[src/rtl/eeprom_pkg.sv]
package eeprom_pkg;

    localparam int ADDR_W = 11;     // 2K x 8 array
    localparam int DATA_W = 8;
    localparam int DEV_W  = 4;

    typedef logic [ADDR_W-1:0] mem_addr_t;
    typedef logic [DATA_W-1:0] data_byte_t;

    // upper nibble of the control byte
    localparam logic [DEV_W-1:0] DEVICE_CODE = 4'b1010;

    // commands understood by the bit engine
    typedef enum logic [1:0]
    {
        CMD_START = 2'd0,   // also the repeated start
        CMD_STOP  = 2'd1,
        CMD_WRITE = 2'd2,   // byte out, ninth bit released
        CMD_READ  = 2'd3    // byte in, ninth bit left as nack
    } bus_cmd_t;

endpackage

[src/rtl/eeprom_seq.sv]
`timescale 1ns/1ns
module eeprom_seq
(
    input  logic                    CLK,
    input  logic                    RESET,
    input  logic                    wr,
    input  logic                    rd,
    input  eeprom_pkg::mem_addr_t   addr,
    input  eeprom_pkg::data_byte_t  wr_data,
    input  eeprom_pkg::data_byte_t  rx_byte,
    input  logic                    done,
    output eeprom_pkg::data_byte_t  rd_data,
    output logic                    ack,
    output eeprom_pkg::bus_cmd_t    cmd,
    output logic                    cmd_valid,
    output eeprom_pkg::data_byte_t  tx_byte
);
    import eeprom_pkg::*;

    typedef enum logic [3:0]
    {
        S_IDLE,
        S_WR_START,
        S_CTRL_WR,
        S_ADDR_WR,
        S_DATA_WR,
        S_RD_START,
        S_CTRL_RD,
        S_DATA_RD,
        S_STOP,
        S_ACK
    } seq_state_t;

    seq_state_t  state;
    seq_state_t  nxt_state;
    bus_cmd_t    nxt_cmd;
    data_byte_t  nxt_byte;
    logic        issue;

    logic        op_read;
    mem_addr_t   addr_q;
    data_byte_t  data_q;

    always_comb
    begin
        nxt_state = state;
        case (state)
            S_IDLE:
            begin
                if (wr || rd)
                    nxt_state = S_WR_START;     // random read begins with a dummy write
            end
            S_WR_START:
                if (done)
                    nxt_state = S_CTRL_WR;
            S_CTRL_WR:
                if (done)
                    nxt_state = S_ADDR_WR;
            S_ADDR_WR:
                if (done)
                    nxt_state = op_read ? S_RD_START : S_DATA_WR;
            S_DATA_WR:
                if (done)
                    nxt_state = S_STOP;
            S_RD_START:
                if (done)
                    nxt_state = S_CTRL_RD;
            S_CTRL_RD:
                if (done)
                    nxt_state = S_DATA_RD;
            S_DATA_RD:
                if (done)
                    nxt_state = S_STOP;
            S_STOP:
                if (done)
                    nxt_state = S_ACK;
            default:
                nxt_state = S_IDLE;
        endcase
    end

    // command for the state being entered
    always_comb
    begin
        nxt_cmd  = CMD_WRITE;
        nxt_byte = '1;
        case (nxt_state)
            S_WR_START,
            S_RD_START:
                nxt_cmd = CMD_START;
            S_CTRL_WR:
                nxt_byte = {DEVICE_CODE, addr_q[10:8], 1'b0};
            S_ADDR_WR:
                nxt_byte = addr_q[7:0];
            S_DATA_WR:
                nxt_byte = data_q;
            S_CTRL_RD:
                nxt_byte = {DEVICE_CODE, addr_q[10:8], 1'b1};
            S_DATA_RD:
                nxt_cmd = CMD_READ;
            default:
                nxt_cmd = CMD_STOP;
        endcase
    end

    assign issue = (nxt_state != state) && (nxt_state != S_IDLE) && (nxt_state != S_ACK);

    assign ack = (state == S_ACK);  // cycle after the stop completes

    always_ff @(posedge CLK)
    begin
        if (RESET)
        begin
            state     <= S_IDLE;
            cmd_valid <= 1'b0;
        end
        else
        begin
            state     <= nxt_state;
            cmd_valid <= issue;
        end
    end

    always_ff @(posedge CLK)
    begin
        if (state == S_IDLE && (wr || rd))
        begin
            op_read <= !wr;     // write wins on a tie
            addr_q  <= addr;
            data_q  <= wr_data;
        end

        if (issue)
        begin
            cmd     <= nxt_cmd;
            tx_byte <= nxt_byte;
        end

        if (state == S_DATA_RD && done)
            rd_data <= rx_byte;
    end

endmodule

[config.mk]
export PLATFORM = sky130hd
export DESIGN_NAME = eeprom_seq
export DESIGN_NICKNAME = d
export VERILOG_FILES = /design/src/rtl/eeprom_pkg.sv /design/src/rtl/eeprom_seq.sv
export SDC_FILE = /design/constraint.sdc
export NUM_CORES = 1
export LEC_CHECK = 0
export ABC_AREA = 1
export ABC_CLOCK_PERIOD_IN_PS = 2110
export BUFFER_PORTS_ARGS = -buffer_cell sky130_fd_sc_hd__buf_2
export CAP_MARGIN = 0
export CORE_ASPECT_RATIO = 2
export CORE_UTILIZATION = 45
export DETAILED_ROUTE_END_ITERATION = 8
export PLACE_DENSITY = 0.68
export SYNTH_ARGS = -nofsm -noshare
export SYNTH_HDL_FRONTEND = slang
export SYNTH_SLANG_ARGS = --single-unit
[constraint.sdc]
create_clock -name CLK -period 2.11 [get_ports CLK]
set_input_delay 0.422 -clock CLK [delete_from_list [all_inputs] [get_ports CLK]]
set_output_delay 0.422 -clock CLK [all_outputs]
set_load 0.02 [all_outputs]
==> flow_summary_export.csv, run 1 <==
group,metric,value,unit
run_status,status,"finished clean",
setup_path,arrival,1.92,ns
timing,grt_setup_unrepaired,"false",
placement,io_buffer_count,51,
route,vias_per_cell,4.92,
synthesis,yosysWarningCount,0,
timing,max_slew_margin,0.536,
timing,worst_slew_pin_slew,0.695,ns
clocking,hold_buffers,0,
synthesis,avgSynthCellArea,11.2,µm²
floorplanning,core_area,3840,µm²
synthesis,synthArstFlopShare,0,
finish,final_common_cell,"buf_2",
timing,fin_crit_sh,0.895,
setup_path,crit_required,2.14,ns
power,internal_power,1720,µW
timing,finalHoldViolCount,0,
route,post-route-drc-count,0,
synthesis,syn_area,1800,µm²
synthesis,synth_cell_types,21,
synthesis,ys_top_cells_by_area,"edfxtp_1 63%, nand2_1 8.3%, dfxtp_1 5.6%",
synthesis,synth_top_family_by_area,"simple AND/OR/NAND/NOR gates",
clocking,cts_resized,0,
timing,setup_viol,0,
setup_path,setup.worst_path.start_class,"flip-flop",
setup_path,path_class,"reg -> reg",
floorplanning,dieHeight,91.4,µm
clocking,htreeDepth,2,
placement,place.gp.congestion,0.841,
power,p_per_area,1040,nW/µm²
timing,clock_skew,0.00338,ns
route,ant_nets,0,
placement,place_worst_setup_slack,0.104,ns
setup_path,worstSetupEndpointType,"flip-flop",
min_path,min_from,"addr[5]",
placement,place_area,2110,µm²
timing,holdWs,0.301,ns
synthesis,yosysTopAreaCellShare,0.634,
synthesis,ys_ff_latch,43,
route,vias,1337,
timing,timing.fmax,0.529,GHz
global_route,grt_max_degree,21,
power,irDropWorstVdd,513,µV
timing,finalCriticalPeriod,1.89,ns
setup_path,r2r_end,"tx_byte[1]",
synthesis,yosys_most_used_dff,"edfxtp_1",
route,drt_first_pass_iters,4,
min_path,whs_endpoint,"addr_q[5]",
power,combPwrFrac,0.210,
floorplanning,ios,52,
setup_path,cp_max_fo,9,
clocking,ctsLongestPathBuffers,2,
setup_path,r2r_setup_slack,0.22,ns
placement,dp_hpwl,2.54,mm
global_route,antenna_found_initial,0,
clocking,cts_setup_buffers,0,
synthesis,synth_fp_nets,193,
clocking,clk_pin_slew,0.08,ns
synthesis,synthMuxAreaShare,0,
finish,fin_area,2260,µm²
synthesis,synth.largest_area_cell,"edfxtp_1",
finish,layout_common_cells,"51 x buf_2, 40 x nand2_1, 38 x edfxtp_1, 19 x nand3_1",
route,finalWirelength,3.24,mm
finish,nets,252,
min_path,min_path_cells,1,
global_route,grt_usage,0.180,
power,p_sw_frac,0.273,
floorplanning,num_rows,32,
min_path,hold_class,"in -> reg",
global_route,grt_pass1_vias,1284,
finish,syn2layout_area_growth,25.8,%
power,power.net_switching,645,µW
synthesis,synthAdderAreaFrac,0,
global_route,overflow,0,
synthesis,synth_compound_area_frac,0.0153,
timing,maxSlewViolCount,0,
clocking,cts_buffers,5,
timing,final.setup.worst_slack,0.221,ns
synthesis,synth_xor_area_frac,0,
clocking,cts_root_buf,"clkbuf_8",
floorplanning,floorplan.die.width,46.7,µm
power,pwr-share-seq,0.480,
power,leakagePower,0.000979,µW
power,clock_power_share,0.310,
global_route,grt_pass1_wl,5.41,mm
synthesis,synth-simple-area-share,0.251,
clocking,clk_latency,0.29,ns
synthesis,synth_edf_count,38,
finish,drive_above_1_share,0.367,
setup_path,timing.rr.start,"state[0]",
route,drt_iter0_drc,36,
setup_path,worstRegToRegCells,9,
route,wl_per_cell,11.9,µm
synthesis,yosysSeqAreaShare,0.690,
run,max-cap-violations,0,
clocking,cts_tree,"done",
floorplanning,dieArea,4270,µm²
synthesis,syn_inst,161,
floorplanning,initial_core_util,0.468,
finish,antenna_cells,0,
clocking,clock-sinks,43,
timing,tns,0,ns
-- power groups by stage --
| stage | Combinational (µW) | Sequential [µW] | Clock, µW |
|---|---|---|---|
| 2_1_floorplan | 242 | 1240 | 0 |
| 3_3_place_gp | 470 | 1150 | 0 |
| 3_5_place_dp | 480 | 1160 | 0 |
| 4_1_cts | 481 | 1140 | 752 |
| 5_1_grt | 557 | 1150 | 780 |
| 6_report | 498 | 1130 | 733 |
-- metal layers --
layer | vias up | global-route usage | wire [µm] | share of wire
li1 | 667 | - | - | -
met1 | 601 | 0.169 | 1020 | 0.32
met2 | 56 | 0.323 | 1900 | 0.59
met3 | 13 | 0.0457 | 206 | 0.064
met4 | 0 | 0.0976 | 110 | 0.034
met5 | - | 0 | 0 | 0
-- logic make-up after synthesis --
| logic type | after synthesis |
|---|---|
| and+or+nand+nor | 94 |
| DFF | 43 |
| buffers and inverters | 19 |
| AOI/OAI and AO/OA | 5 |
-- cells in the mapped netlist, types with 2 or more instances --
| master | instances |
|---|---|
| a21oi_1 | 3 |
| inv_1 | 12 |
| nor2_1 | 11 |
| edfxtp_1 | 38 |
| inv_2 | 6 |
| nand3_1 | 20 |
| dfxtp_1 | 5 |
| nor2_2 | 4 |
| nand4_1 | 6 |
| nand2_1 | 40 |
| nand2_2 | 4 |
| nor3_1 | 2 |
| nand3_2 | 2 |
-- through the flow --
stage	cells	util	total power, µW
after floorplan	161	-	1480
after global placement	263	0.550	1620
after detailed placement	263	0.550	1640
after CTS	271	0.585	2370
after global routing	272	0.589	2490
final	272	0.589	2370
-- sequential cells by signal (all words and copies together), names as in the netlist --
signal     cells
state          4
tx_byte        8
cmd            2
addr_q        11
rd_data        8
data_q         8
op_read        1
cmd_valid      1
-- critical path, stage by stage, from the launching register on --
cell and delay, ns:
dfxtp_1 0.44, inv_2 0.10, nand2_1 0.09, nand3_1 0.07
nand2_1 0.12, nand2_2 0.10, nor2_2 0.23, nand3_2 0.15
nand3_2 0.19, nand3_1 0.14
-- layout make-up --
cell class / count / area [µm²]
clock buffer: 6 / 72.6
clock inverter: 2 / 60.1
fill: 357 / 1580
inverter: 18 / 71.3
multi-input combinational: 99 / 484
sequential: 43 / 1240
tap: 51 / 63.8
timing repair buffer: 52 / 263
timing repair inverter: 1 / 7.51
-- how the worst max path moves through the flow --
stage	from	to	slack (ns)
after floorplan	done	rd_data[0]	0.26
after global placement	rd	tx_byte[4]	0.16
after detailed placement	done	tx_byte[5]	0.10
after CTS	state[3]	tx_byte[7]	0.18
final	state[0]	tx_byte[1]	0.22
after global routing	state[0]	tx_byte[1]	0.03
Note: power is estimated with default switching activity, not from simulation.
==> run 2, diff against run 1 <==
ABC_CLOCK_PERIOD_IN_PS = 2000   (was 2110)
clock period = 2 ns   (was 2.11 ns; I/O delays follow)
==> run 2 against run 1 <==
Compared with the run above:
- via count fell by 1.9%
- first-iteration DRC count fell by 53%
- die area did not move
- critical path depth did not move
- global-route usage fell by 0.92 points
==> flow_summary_export.csv, run 2 (synthesis results as in run 1) <==
group,metric,value,unit
finish,multi_input_area,479,µm²
finish,syn2layout_area_growth,26.5,%
global_route,antenna_found_initial,0,
route,finalWirelength,3.11,mm
timing,final.setup.worst_slack,0.172,ns
setup_path,crit_chain,"inv_2 > nand2_1 > nand3_1 > nand2_1 > nand2_2 > nor2_2 > nand3_2 > nand3_2 > nand3_1",
setup_path,slowest_stage,"dfxtp_1",
floorplanning,ios,52,
route,vias,1311,
route,drt_first_pass_iters,4,
setup_path,crit_required,2.04,ns
timing,clock_skew,0.00484,ns
finish,layout_common_cells,"51 x buf_2, 40 x nand2_1, 38 x edfxtp_1, 20 x nand3_1, 12 x inv_1",
floorplanning,dieHeight,91.4,µm
clocking,clk_latency,0.29,ns
clocking,cts_setup_buffers,0,
route,vias_per_cell,4.80,
global_route,overflow,0,
floorplanning,dieArea,4270,µm²
finish,largest_reg_flops,11,
timing,worst_slew_pin_slew,0.671,ns
global_route,grt_pass1_wl,5.17,mm
route,drt_iter0_drc,17,
finish,antenna_cells,0,
floorplanning,num_rows,32,
setup_path,path_class,"reg -> reg",
clocking,clock-sinks,43,
placement,place.gp.congestion,0.823,
power,leakagePower,0.000996,µW
floorplanning,initial_core_util,0.468,
finish,nets,253,
finish,seq_area,1240,µm²
run_status,status,"finished clean",
route,post-route-drc-count,0,
finish,drive_above_1_share,0.365,
global_route,grt_usage,0.171,
placement,place_inst,265,
clocking,cts_buffers,5,
floorplanning,core_area,3840,µm²
power,p_per_area,1100,nW/µm²
min_path,min_from,"rx_byte[3]",
floorplanning,floorplan.die.width,46.7,µm
global_route,grt_max_degree,21,
clocking,cts_root_buf,"clkbuf_8",
clocking,clk_pin_slew,0.07,ns
clocking,htreeDepth,2,
timing,timing.fmax,0.547,GHz
finish,fin_cells,273,
setup_path,arrival,1.86,ns
placement,place_worst_setup_slack,0.0343,ns
route,ant_nets,0,
timing,grt_setup_unrepaired,"false",
timing,finalHoldViolCount,0,
timing,tns,0,ns
setup_path,setup.worst_path.start_class,"flip-flop",
timing,setup_viol,0,
global_route,grt_pass1_vias,1228,
setup_path,cp_max_fo,9,
finish,regMostFlops,"addr_q",
placement,io_buffer_count,51,
min_path,hold_class,"in -> reg",
power,finalPower,2500,µW
setup_path,max_stage_delay,0.44,ns
clocking,ctsLongestPathBuffers,2,
setup_path,timing.rr.start,"state[0]",
timing,maxSlewViolCount,0,
clocking,cts_tree,"done",
route,wl_per_cell,11.4,µm
power,irDropWorstVdd,841,µV
timing,fin_crit_sh,0.914,
placement,dp_hpwl,2.46,mm
finish,final_common_cell,"buf_2",
setup_path,worstSetupEndpointType,"flip-flop",
finish,fillers,353,
timing,max_slew_margin,0.552,
setup_path,cp-startpoint,"state[0]",
run,max-cap-violations,0,
timing,finalCriticalPeriod,1.83,ns
[run 2: where the power goes]
part           leakage, µW  internal [µW]  switching, µW
clock            0.0000654            498            264
combinational     0.000531            183            354
sequential        0.000400           1160           40.3
[run 2: metrics by stage]
stage / hold slack [ns] / util / area, µm²
floorplan: 0.469 / - / 1800
global placement: 0.530 / 0.557 / 2140
detailed placement: 0.532 / 0.557 / 2140
CTS: 0.270 / 0.592 / 2270
global route: 0.259 / 0.592 / 2280
finish: 0.279 / 0.592 / 2280
[run 2: worst paths after layout]
path | end | slack [ns] | cells past startpoint
worst min register to register | tx_byte[6] | 0.54 | 2
worst max register to register | tx_byte[4] | 0.17 | 9
worst min-delay path | rd_data[3] | 0.28 | 1
worst max-delay path | tx_byte[4] | 0.17 | 9
[run 2: repair_timing]
action                                  4_1_cts  5_1_grt
hold buffers                                  0        0
endpoints found under the setup margin        0        2
gates resized for setup                       0        1
[run 2: area by class of cell]
cell class                      instances  share of cell area
Tap cell                               51              0.0280
Clock inverter                          2              0.0264
Inverter                               18              0.0297
Clock buffer                            6              0.0319
Sequential cell                        43               0.546
Multi-Input combinational cell         99               0.211
Timing Repair Buffer                   54               0.128
[run 2: worst max-delay path: cells and delay by family (launching register included)]
family / cells / cell delay [ns]
buf+inv: 1 / 0.11
simple gates: 8 / 1.01
flops: 1 / 0.44
[run 2: layer usage]
layer,part of all wire,global-route usage,up-vias
met2,0.56,0.293,55
met1,0.35,0.176,576
met5,0,0,-
met4,0.028,0.0810,0
met3,0.064,0.0537,10
li1,-,-,670
==> run 3, diff against run 2 <==
ABC_AREA = default   (was 1)
CORE_UTILIZATION = 51   (was 45)
PLACE_DENSITY = 0.75   (was 0.68)
SLEW_MARGIN = 20   (was default)
==> run 3 against run 2 <==
Compared with the run above:
- worst setup slack got worse by 0.077 ns
- sequential power about the same
- core utilization increased by 9.0 points
- combinational power increased by 4.1%
- power decreased by 8.6%
- via count increased by 12%
- wire length increased by 31%
- flip-flop and latch count unchanged
- clock skew increased by 0.0043 ns
- area after synthesis increased by 4.2%
==> flow_summary_export.csv, run 3 <==
group,metric,value,unit
floorplanning,ios,52,
timing,fin_crit_sh,0.952,
clocking,clk_latency,0.30,ns
synthesis,synth_fp_nets,184,
power,irDropWorstVdd,844,µV
timing,worst_slew_pin_slew,0.338,ns
timing,timing.fmax,0.525,GHz
finish,layout_common_cells,"51 x buf_2, 38 x edfxtp_1, 14 x nand2_1, 11 x a21oi_1, 11 x buf_4",
clocking,clock-sinks,43,
synthesis,yosysWarningCount,0,
finish,fin_cells,264,
global_route,grt_usage,0.235,
floorplanning,core_area,3450,µm²
finish,nets,247,
synthesis,yosysTopAreaCellShare,0.609,
route,finalWirelength,4.08,mm
synthesis,synth_cell_types,38,
floorplanning,num_rows,30,
route,drt_first_pass_iters,4,
global_route,grt_max_degree,21,
timing,holdWs,0.265,ns
finish,fillers,276,
finish,multi_input_area,573,µm²
power,leakagePower,0.000924,µW
route,wl_met1,1.38,mm
synthesis,yosysSeqAreaShare,0.662,
setup_path,crit_required,2.05,ns
route,wl_per_cell,15.5,µm
synthesis,synthAdderAreaFrac,0,
timing,max_slew_margin,0.774,
setup_path,arrival,1.95,ns
route,drt_iter0_drc,38,
power,p_per_area,970,nW/µm²
synthesis,synth.largest_area_cell,"edfxtp_1",
clocking,htreeDepth,2,
run_status,status,"finished clean",
synthesis,yosys_most_used_dff,"edfxtp_1",
synthesis,synth_edf_count,38,
synthesis,synth_top_family_by_area,"compound AO/OA/AOI/OAI gates",
clocking,ctsLongestPathBuffers,2,
synthesis,synth-simple-area-share,0.137,
synthesis,ys_ff_latch,43,
clocking,cts_buffers,5,
placement,place_area,2240,µm²
min_path,hold_class,"in -> reg",
global_route,overflow,0,
floorplanning,dieArea,3940,µm²
finish,fin_area,2360,µm²
power,finalPower,2290,µW
route,ant_nets,0,
finish,seq_area,1240,µm²
synthesis,synth_most_common_cell,"edfxtp_1",
setup_path,cp_max_fo,9,
route,wl_met3,268,µm
clocking,cts_setup_buffers,0,
synthesis,syn_inst,152,
placement,place_inst,256,
timing,finalCriticalPeriod,1.90,ns
route,top_layer_used,"met4",
timing,setup_viol,0,
synthesis,synthArstFlopShare,0,
synthesis,syn_area,1870,µm²
finish,largest_reg_flops,11,
global_route,antenna_found_initial,0,
route,vias_per_cell,5.58,
route,vias,1473,
clocking,cts_resized,1,
finish,final_common_cell,"buf_2",
synthesis,ys_top_cells_by_area,"edfxtp_1 61%, dfxtp_1 5.3%, a21oi_1 2.9%",
floorplanning,initial_core_util,0.543,
floorplanning,floorplan.die.width,44.9,µm
finish,drive_above_1_share,0.394,
setup_path,setup.worst_path.start_class,"flip-flop",
synthesis,synthMuxAreaShare,0.0107,
timing,maxSlewViolCount,0,
setup_path,worstSetupEndpointType,"flip-flop",
synthesis,synth_common_cells,"38 x edfxtp_1, 14 x nand2_1, 13 x nor2_1",
route,wl_met2,2.17,mm
clocking,clk_pin_slew,0.08,ns
placement,io_buffer_count,51,
synthesis,synth_compound_area_frac,0.142,
synthesis,synth_xor_area_frac,0.00467,
clocking,hold_buffers,0,
finish,antenna_cells,0,
setup_path,path_class,"reg -> reg",
synthesis,avgSynthCellArea,12.3,µm²
placement,place.gp.congestion,0.990,
run,max-cap-violations,0,
finish,post-route-util,0.683,
finish,syn2layout_area_growth,25.8,%
timing,clock_skew,0.00910,ns
clocking,cts_root_buf,"clkbuf_8",
timing,finalHoldViolCount,0,
global_route,grt_pass1_vias,1459,
floorplanning,dieHeight,87.7,µm
clocking,cts_tree,"done",
placement,dp_hpwl,3.10,mm
finish,regMostFlops,"addr_q",
route,post-route-drc-count,0,
global_route,grt_pass1_wl,6.46,mm
-- run 3: cell types whose count changed in the layout (fill, tap and decap cells not counted), moves of 4 or more --
cell	delta
a21oi_1	+8
nand2_2	-4
o21ai_0	+7
a31oi_1	+5
inv_1	-5
nand4_1	-5
buf_4	+9
nand3_1	-15
inv_2	-5
nand2_1	-26
-- run 3: cell families (layout without fill, tap and decap cells) --
| group | after synthesis | in the layout |
|---|---|---|
| compound gates | 39 | 39 |
| xor+xnor | 1 | 1 |
| buf+inv | 16 | 80 |
| flops | 43 | 43 |
| mux | 2 | 2 |
| simple gates | 51 | 51 |
-- run 3: worst paths after layout --
check	startpoint	to	slack, ns	cells after the start
worst max-delay path	state[0]	tx_byte[3]	0.1	6
worst min-delay path	rx_byte[4]	rd_data[4]	0.26	1
worst max register to register	state[0]	tx_byte[3]	0.1	6
worst min register to register	addr_q[4]	tx_byte[4]	0.55	1
-- run 3: area by class of cell --
type	count	area share
sequential	43	0.528
multi-input combinational	93	0.243
timing repair buffer	63	0.152
clock buffer	5	0.0292
tap	48	0.0255
inverter	9	0.0143
clock inverter	3	0.00849
-- run 3: worst max-delay path, stage by stage, from the launching register on --
cell and delay, ns:
dfxtp_2 0.38, buf_4 0.17, nand2_1 0.16, xnor2_1 0.19, and2_1 0.23, a2111oi_1 0.41, a31oi_1 0.09
-- run 3: metrics by stage --
stage | setup slack (ns) | TNS, ns
floorplan | 0.0191 | 0
global placement | 0.0832 | 0
detailed placement | -0.0420 | -0.0585
CTS | 0.0190 | 0
global route | -0.00831 | -0.00831
finish | 0.0955 | 0
-- run 3: per-layer routing --
layer | global-route usage | vias to the layer above
met5 | 0 | -
li1 | - | 693
met1 | 0.228 | 663
met2 | 0.409 | 90
met4 | 0.165 | 0
met3 | 0.0619 | 27
-- run 3: report_power, final --
part           internal [µW]  leakage (µW)  total, µW  switching, µW
sequential              1140      0.000394       1190           51.7
combinational            218      0.000490        559            342
clock                    242     0.0000402        533            291
